==> src/include/ecc_params.svh <==
`ifndef ECC_PARAMS_SVH
`define ECC_PARAMS_SVH

// ----------------------------------------------------------------------
// sizes of the 115/8 single-correct, double-detect code
// ----------------------------------------------------------------------

`define ECC_DATA_WIDTH   115 // data bits per word.
`define ECC_PARITY_WIDTH 8   // check bits per word.

// one syndrome column per data bit.
`define ECC_COLUMNS      `ECC_DATA_WIDTH

`endif

==> src/logic/ecc_code_pkg.sv <==
package ecc_code_pkg;

`include "ecc_params.svh"

    typedef logic [`ECC_DATA_WIDTH-1:0]   data_word_t;
    typedef logic [`ECC_PARITY_WIDTH-1:0] check_word_t; // check word or syndrome.

    // ----------------------------------------------------------------------
    // syndrome column of each data bit, entry 0 first
    // ----------------------------------------------------------------------
    // all columns have odd weight of three or more, so a double error
    // always leaves an even-weight nonzero syndrome.
    localparam check_word_t SYNDROME_COLUMNS [`ECC_COLUMNS] = '{
        8'b1000_0011, // bit 0.
        8'b1000_0101,
        8'b1000_0110,
        8'b0000_0111,
        8'b1000_1001,
        8'b1000_1010,
        8'b0000_1011,
        8'b1000_1100,
        8'b0000_1101,
        8'b0000_1110,
        8'b1000_1111, // bit 10.
        8'b1001_0001,
        8'b1001_0010,
        8'b0001_0011,
        8'b1001_0100,
        8'b0001_0101,
        8'b0001_0110,
        8'b1001_0111,
        8'b1001_1000,
        8'b0001_1001,
        8'b0001_1010, // bit 20.
        8'b1001_1011,
        8'b0001_1100,
        8'b1001_1101,
        8'b1001_1110,
        8'b0001_1111,
        8'b1010_0001,
        8'b1010_0010,
        8'b0010_0011,
        8'b1010_0100,
        8'b0010_0101, // bit 30.
        8'b0010_0110,
        8'b1010_0111,
        8'b1010_1000,
        8'b0010_1001,
        8'b0010_1010,
        8'b1010_1011,
        8'b0010_1100,
        8'b1010_1101,
        8'b1010_1110,
        8'b0010_1111, // bit 40.
        8'b1011_0000,
        8'b0011_0001,
        8'b0011_0010,
        8'b1011_0011,
        8'b0011_0100,
        8'b1011_0101,
        8'b1011_0110,
        8'b0011_0111,
        8'b0011_1000,
        8'b1011_1001, // bit 50.
        8'b1011_1010,
        8'b0011_1011,
        8'b1011_1100,
        8'b0011_1101,
        8'b0011_1110,
        8'b1011_1111,
        8'b1100_0001,
        8'b1100_0010,
        8'b0100_0011,
        8'b1100_0100, // bit 60.
        8'b0100_0101,
        8'b0100_0110,
        8'b1100_0111,
        8'b1100_1000,
        8'b0100_1001,
        8'b0100_1010,
        8'b1100_1011,
        8'b0100_1100,
        8'b1100_1101,
        8'b1100_1110, // bit 70.
        8'b0100_1111,
        8'b1101_0000,
        8'b0101_0001,
        8'b0101_0010,
        8'b1101_0011,
        8'b0101_0100,
        8'b1101_0101,
        8'b1101_0110,
        8'b0101_0111,
        8'b0101_1000, // bit 80.
        8'b1101_1001,
        8'b1101_1010,
        8'b0101_1011,
        8'b1101_1100,
        8'b0101_1101,
        8'b0101_1110,
        8'b1101_1111,
        8'b1110_0000,
        8'b0110_0001,
        8'b0110_0010, // bit 90.
        8'b1110_0011,
        8'b0110_0100,
        8'b1110_0101,
        8'b1110_0110,
        8'b0110_0111,
        8'b0110_1000,
        8'b1110_1001,
        8'b1110_1010,
        8'b0110_1011,
        8'b1110_1100, // bit 100.
        8'b0110_1101,
        8'b0110_1110,
        8'b1110_1111,
        8'b0111_0000,
        8'b1111_0001,
        8'b1111_0010,
        8'b0111_0011,
        8'b1111_0100,
        8'b0111_0101,
        8'b0111_0110, // bit 110.
        8'b1111_0111,
        8'b1111_1000,
        8'b0111_1001,
        8'b0111_1010  // bit 114.
    };

endpackage

==> src/logic/ecc_status_pkg.sv <==
package ecc_status_pkg;

`include "ecc_params.svh"

    // ----------------------------------------------------------------------
    // outcome of one syndrome check
    // ----------------------------------------------------------------------
    typedef enum logic [1:0] {
        ECC_CLEAN  = 2'b00, // syndrome zero.
        ECC_SINGLE = 2'b01, // one data or check bit flipped.
        ECC_DOUBLE = 2'b10  // uncorrectable.
    } ecc_kind_e;

    // decoder to check stage only.
    typedef struct packed {
        ecc_kind_e                kind;
        ecc_code_pkg::data_word_t mask; // one-hot on a data-bit error.
    } check_result_t;

endpackage

==> src/logic/ecc_encoder.sv <==
`timescale 1ns/1ns

`include "ecc_params.svh"

module ecc_encoder (
    input  ecc_code_pkg::data_word_t  data,
    output ecc_code_pkg::check_word_t parity
);

    // gathers the data bits that feed check bit row.
    function automatic ecc_code_pkg::data_word_t row_select(input int row);
        ecc_code_pkg::data_word_t sel;
        sel = '0;
        for (int i = 0; i < `ECC_COLUMNS; i++) begin
            sel[i] = ecc_code_pkg::SYNDROME_COLUMNS[i][row];
        end
        return sel;
    endfunction

    // ----------------------------------------------------------------------
    // one xor tree per check bit
    // ----------------------------------------------------------------------
    generate
        for (genvar j = 0; j < `ECC_PARITY_WIDTH; j++) begin : g_row
            localparam ecc_code_pkg::data_word_t ROW_SEL = row_select(j);

            assign parity[j] = ^(data & ROW_SEL); // constant mask, folds to a plain tree.
        end
    endgenerate

endmodule

==> src/logic/ecc_syndrome_decoder.sv <==
`timescale 1ns/1ns

`include "ecc_params.svh"

module ecc_syndrome_decoder (
    input  ecc_code_pkg::check_word_t     syndrome,
    output ecc_status_pkg::check_result_t result
);

    ecc_code_pkg::data_word_t  col_hit;   // syndrome matches column i.
    ecc_code_pkg::check_word_t low_clear; // syndrome with lowest set bit removed.
    logic                      is_zero;
    logic                      is_column;
    logic                      is_weight_one;

    // ----------------------------------------------------------------------
    // column match, one comparator per data bit
    // ----------------------------------------------------------------------
    generate
        for (genvar i = 0; i < `ECC_COLUMNS; i++) begin : g_col
            assign col_hit[i] = (syndrome == ecc_code_pkg::SYNDROME_COLUMNS[i]);
        end
    endgenerate

    assign is_zero   = (syndrome == '0);
    assign is_column = |col_hit; // columns are distinct, so at most one hit.

    // a single set bit means one check bit flipped.
    assign low_clear     = syndrome & (syndrome - 1'b1);
    assign is_weight_one = !is_zero && (low_clear == '0);

    // ----------------------------------------------------------------------
    // classification
    // ----------------------------------------------------------------------
    always_comb begin
        result.mask = '0;
        result.kind = ecc_status_pkg::ECC_DOUBLE; // anything unlisted.
        if (is_zero) begin
            result.kind = ecc_status_pkg::ECC_CLEAN;
        end else if (is_column) begin
            result.kind = ecc_status_pkg::ECC_SINGLE;
            result.mask = col_hit;
        end else if (is_weight_one) begin
            result.kind = ecc_status_pkg::ECC_SINGLE; // data stays as is.
        end
    end

endmodule

==> src/logic/ecc_check_ctrl.sv <==
`timescale 1ns/1ns

module ecc_check_ctrl (
    input  logic                          clk,
    input  logic                          rst_n,
    input  logic                          in_valid,
    input  logic                          bypass,
    input  ecc_code_pkg::data_word_t      data,
    input  ecc_code_pkg::check_word_t     parity,
    input  ecc_status_pkg::check_result_t result,
    output logic                          out_valid,
    output logic                          sbit_err,
    output logic                          dbit_err,
    output ecc_code_pkg::data_word_t      data_out,
    output ecc_code_pkg::check_word_t     parity_out
);

    ecc_code_pkg::data_word_t data_next;
    logic                     sbit_next;
    logic                     dbit_next;

    // ----------------------------------------------------------------------
    // correction and flag decode
    // ----------------------------------------------------------------------
    assign data_next = bypass ? data : (data ^ result.mask);

    always_comb begin
        sbit_next = 1'b0;
        dbit_next = 1'b0;
        if (!bypass) begin
            case (result.kind)
                ecc_status_pkg::ECC_SINGLE: sbit_next = 1'b1;
                ecc_status_pkg::ECC_DOUBLE: dbit_next = 1'b1;
                default: ;                               // clean word.
            endcase
        end
    end

    // ----------------------------------------------------------------------
    // output register stage
    // ----------------------------------------------------------------------
    always_ff @(posedge clk) begin
        if (!rst_n) begin
            out_valid <= 1'b0;
            sbit_err  <= 1'b0;
            dbit_err  <= 1'b0;
        end else begin
            out_valid <= in_valid;
            sbit_err  <= in_valid & sbit_next; // flags drop with the strobe.
            dbit_err  <= in_valid & dbit_next;
        end
    end

    // payload holds its last value between strobes.
    always_ff @(posedge clk) begin
        if (in_valid) begin
            data_out   <= data_next;
            parity_out <= parity; // regenerated word of the raw data.
        end
    end

endmodule

==> src/logic/ecc_115_cal.sv <==
`timescale 1ns/1ns

module ecc_115_cal (
    input  logic                      clk,
    input  logic                      rst_n,
    input  logic                      in_valid,
    input  ecc_code_pkg::data_word_t  data_in,
    input  ecc_code_pkg::check_word_t parity_in,
    input  logic                      bypass,
    output logic                      out_valid,
    output ecc_code_pkg::data_word_t  data_out,
    output ecc_code_pkg::check_word_t parity_out,
    output logic                      sbit_err,
    output logic                      dbit_err
);

    ecc_code_pkg::check_word_t     regen_parity;
    ecc_code_pkg::check_word_t     syndrome;
    ecc_status_pkg::check_result_t result;

    ecc_encoder ecc_encoder_inst (
        .data   (data_in),
        .parity (regen_parity)
    );

    assign syndrome = parity_in ^ regen_parity; // stored against regenerated.

    ecc_syndrome_decoder ecc_syndrome_decoder_inst (
        .syndrome (syndrome),
        .result   (result)
    );

    ecc_check_ctrl ecc_check_ctrl_inst (
        .clk        (clk),
        .rst_n      (rst_n),
        .in_valid   (in_valid),
        .bypass     (bypass),
        .data       (data_in),
        .parity     (regen_parity),
        .result     (result),
        .out_valid  (out_valid),
        .sbit_err   (sbit_err),
        .dbit_err   (dbit_err),
        .data_out   (data_out),
        .parity_out (parity_out)
    );

endmodule

==> config.mk <==
export PLATFORM = sky130hd
export DESIGN_NAME = ecc_115_cal
export DESIGN_NICKNAME = d
export VERILOG_FILES = /design/src/logic/ecc_code_pkg.sv /design/src/logic/ecc_status_pkg.sv /design/src/logic/ecc_encoder.sv /design/src/logic/ecc_syndrome_decoder.sv /design/src/logic/ecc_check_ctrl.sv /design/src/logic/ecc_115_cal.sv
export VERILOG_INCLUDE_DIRS = /design/src /design/src/include
export SDC_FILE = /design/constraint.sdc
export NUM_CORES = 1
export LEC_CHECK = 0
export BUFFER_PORTS_ARGS = -buffer_cell sky130_fd_sc_hd__buf_4
export CORE_ASPECT_RATIO = 0.8
export CORE_MARGIN = 3
export CORE_UTILIZATION = 45
export CTS_BUF_LIST = sky130_fd_sc_hd__clkbuf_4 sky130_fd_sc_hd__clkbuf_8
export CTS_CLUSTER_SIZE = 20
export DETAILED_ROUTE_END_ITERATION = 8
export GPL_ROUTABILITY_DRIVEN = 0
export PLACE_DENSITY = 0.69
export REMOVE_ABC_BUFFERS = 1
export SYNTH_ARGS = -nofsm -noshare
export SYNTH_HDL_FRONTEND = slang
export SYNTH_HIERARCHICAL = 1
export SYNTH_SLANG_ARGS = --single-unit
==> constraint.sdc <==
create_clock -name clk -period 6.8 [get_ports clk]
set_clock_uncertainty 0.1 [all_clocks]
set_input_delay 1.36 -clock clk [delete_from_list [all_inputs] [get_ports clk]]
set_output_delay 1.36 -clock clk [all_outputs]
set_load 0.02 [all_outputs]
* Yosys cells after proc, flatten, opt, wreduce, memory -nomap -nowiden
Cells that the tools add are included.
Storage, ports and cells: flip-flop bits (word level) 126, input port bits 127
Cells by class: add/subtract/negate cells 1, eq/ne operators 117, multiplexer cells 10, bitwise gates (word level) 5, reductions and logical operators 13
Operators by type and width (number):
- $reduce_xor 115->1 | 8
- $eq 8x8->1 const B | 60
- $mux 115 | 3
- $eq 8x7->1 const B | 29
- $eq 8x6->1 const B | 15
- $reduce_or 115->1 | 1
- $xor 115x115->115 | 1
- $eq 8x5->1 const B | 7
- $eq 8x4->1 const B | 3
- $logic_not 8->1 | 2
- $and 8x8->8 | 1
- $eq 8x3->1 const B | 1
- $sub 8x1->8 const B | 1
- $xor 8x8->8 | 1
- $mux 2 | 3
- $mux 1 | 4
- $and 1x1->1 | 2
- $eq 2x1->1 const B | 1
- $eq 2x2->1 const B | 1
- $logic_and 1x1->1 | 1
- $logic_not 1->1 | 1

* Logic depth before layout (Yosys ltp)
word-level depth 13, gate-level depth with buffers 17, gate-level depth less buffers 14

* Hierarchy
Netlist, hierarchy kept.
By module, submodules not included:
- ecc_check_ctrl | times used 1, cells an instance 373, area each 6043.3 um^2
- ecc_encoder | times used 1, cells an instance 216, area each 2364.8 um^2
- ecc_syndrome_decoder | times used 1, cells an instance 282, area each 1741.7 um^2
- ecc_115_cal | times used 1, cells an instance 8, area each 70.1 um^2

* Least setup slack after synthesis
Ideal clock, no wire load.
kind input port to flip-flop, from input port data_in[24], to register ecc_check_ctrl_inst.dbit_err, arrival 5.358 ns, setup slack 1.246 ns, stages on the path 15, buffers on the path 1, cell sequence xnor2_2 > xnor3_2 > xnor3_1 > xnor3_1 > xor3_1 > xor2_1 > or4b_1 > buf_6 > o22ai_1 > a2111oi_4 > nand4_1 > a2111o_1 > or3_1 > or3_1 > nor4b_1
RTL lines:
- start, declared | line ecc_115_cal.sv:7 | input ecc_code_pkg::data_word_t data_in,
- end signal, assigned | line ecc_check_ctrl.sv:50 | dbit_err <= in_valid & dbit_next;
- end, declared | line ecc_check_ctrl.sv:13 | output logic dbit_err,

==> key figures <==
Route
  – Routed vias: a little under 8k
  – Post-DR vias/cell: 5.330
  – 1st-iter DRT viols: slightly below 900
  – Post-route DRC: 0
  – Routed Wire Length: 33.70 mm
  – Final ANT Viol Nets: 0
  – DRT Pass-1 Iters: 6
  – Drt wl/cell: between 20 and 25 µm

Clock network
  – # hold bufs at CTS: 0
  – CTS clk-pin slew, worst paths: about 0.070 ns
  – H-tree depth: 4
  – Post-CTS resize count: 0
  – CTS tree: built
  – Num CTS Buffers: 17
  – Post-CTS setup buffer count: 0
  – Max Buffers Root-to-Sink: 2
  – Root Driver: clkbuf_8
  – CTS sink count: 126

Synthesis
  – Post-synthesis average cell area: between 10 and 15 µm²
  – Warnings from Yosys: 6
  – Share of the synthesized area in the top cell type: 0.3614
  – Yosys top cell by area: edfxtp_1
  – Yosys cell types: 52
  – EDFF count, synth: 123
  – Seq/Total Area, Yosys: 0.3673
  – FF+latch count, synth: 126
  – Async set-reset flop share out of synthesis: 0
  – Post-Synthesis Cells: 879
  – Main synth FF type: edfxtp_1
  – Post-Syn Area: between 10000 and 15000 µm²
  – Area contributors post-synth: edfxtp_1 36%, xnor2_1 21%, xnor3_1 6.6%

Timing
  – Relative slew slack: 0.2818
  – Hold slack: ~1.1 ns
  – Setup tns final: 0 ns
  – F_max: 156.3 MHz
  – Post-layout min period: roughly 6.4 ns
  – Part of the cycle the worst path needs: 0.9408
  – Worst Max-Slew Pin Slew: 1.077 ns
  – Fin. Hold Viols: 0
  – RSZ-0062 raised after global routing: false
  – Slew Limit Fails: 0
  – # setup viols final: 0

Floorplanning
  – Initial Utilization: 0.4662
  – FP Rows: 48
  – I/O pins: between 200 and 300
  – Core region area: 21920 µm²
  – Die height: 140.8 µm
  – Die ar.: 24570 µm²
  – Die W: 174.5 µm

Global routing
  – Remaining Overflow, GRT: 0
  – Largest net degree at the start of global routing: 118
  – Vias in the first global route: 7948
  – Total GRT Usage: 0.2719
  – Initial antenna violation count: 0
  – Wire length of the first global-routing pass: roughly 50 mm

Run status
  – Outcome: finished clean

Worst setup path
  – Top delay family on crit path: simple AND/OR/NAND/NOR gates
  – Max FO, Critical Path: 13
  – Crit path buffers/inverters: 2
  – Most frequent CP cell: xnor2_1
  – Crit path launch type: input pin
  – CP cell instances: buf_4 > xnor2_1 > xnor2_1 > xnor2_1 > buf_4 > xnor3_1 > xnor3_1 > xor2_1 > or4bb_1 > nor2_1 > nor4_1 > nor4b_1 > nand4_1 > or3_1 > or3_1 > nor4b_1
  – Req. time, crit path: about 7.1 ns
  – Critical Path AT: 6.67 ns
  – CP endpoint kind: flop
  – WP depth: 16
  – Worst-path cell with the longest stage delay: xor2_1
  – Critical path class: in2reg
  – CP max stage delay: around 0.73 ns

Placed design
  – Post-DP HPWL: around 27 mm
  – IO buf count: 252

Layout
  – Layout Nets: around 1.3k
  – Layout cell share with drive strength beyond 1: 0.3704
  – Commonest non-fill, non-tap cell in the layout: buf_4
  – Inserted Diodes: 0
  – Most frequent cells in the layout: 321 x buf_4, 242 x xnor2_1, 123 x edfxtp_1, 117 x nor2_1, 89 x nand2b_1
  – Synth-to-Final Area Change: 28.39%

Job
  – Maxcap violations: 0

Min path
  – Worst Hold Class: in2reg
  – Hold Path Cell Cnt: 3
cells in the mapped netlist (3+ instances only):
cell type  count
nand4b_2       3
xor2_1        37
nand4b_4       3
nand4bb_1      4
or4b_1         3
nand2_1        5
nor4_1        13
o21ai_0        3
or4b_2         5
or4bb_1        7
nor2_1       117
a21oi_1       10
nor4b_1        9
xnor3_1       30
nand2b_4      30
o22ai_1       15
nand4_1        5
nand2b_1      89
buf_6          9
edfxtp_1     123
dfxtp_1        3
clkbuf_1       6
xnor2_1      242
xnor2_2       34
nand4b_1       3
buf_2         27
buf_4         11
nor3_1         5
area by class of cell:
| type | instances | area (µm²) |
|---|---|---|
| Tap cell | 300 | 375.4 |
| Sequential cell | 126 | 3754 |
| Clock inverter | 12 | 193.9 |
| Inverter | 1 | 3.754 |
| Timing Repair Buffer | 321 | 2410 |
| Fill cell | 1846 | 8800 |
| Multi-Input combinational cell | 698 | 6136 |
| Clock buffer | 19 | 249.0 |
per-layer routing:
metal | routed length, µm | global-route usage | up-vias
li1 | - | - | 3535
met5 | 0 | 0 | -
met1 | 14110 | 0.3803 | 3772
met4 | 945 | 0.08183 | 0
met3 | 3736 | 0.07566 | 60
met2 | 14910 | 0.4140 | 506
final timing paths:
path,end,startpoint,slack (ns)
setup / recovery,ecc_check_ctrl_inst/dbit_err,data_in[87],0.40
hold / removal,ecc_check_ctrl_inst/out_valid,rst_n,1.06
state kept, by name, indices dropped and copies added, names as in the netlist:
register	cells
ecc_check_ctrl_inst/data_out	115
ecc_check_ctrl_inst/parity_out	8
ecc_check_ctrl_inst/out_valid	1
ecc_check_ctrl_inst/sbit_err	1
ecc_check_ctrl_inst/dbit_err	1
logic make-up after synthesis:
| kind of cell | share of synthesized area |
|---|---|
| xor+xnor | 0.3640 |
| compound gates | 0.02498 |
| flops | 0.3673 |
| fa+ha+maj | 0.0009795 |
| simple gates | 0.2065 |
| buf+inv | 0.03526 |
| mux | 0.0009795 |
tightest hold or removal path, delay by kind of cell:
family	cells	cell delay [ns]
buffers and inverters	2	0.14
and+or+nand+nor	1	0.09
per-stage QoR:
stage                     instances  setup WS, ns  utilization  cell area [µm²]
after floorplan                 825        0.2236            -             9863
after global placement         1446        0.1899       0.5780            12670
after detailed placement       1446       0.03163       0.5780            12670
after CTS                      1477        0.4561       0.5982            13110
after global routing           1477        0.1262       0.5986            13120
final                          1477        0.4023       0.5986            13120
Power is left out: the tool's default activity adds up to more than one toggle a clock period on the data nets, which glitch-free logic cannot reach.
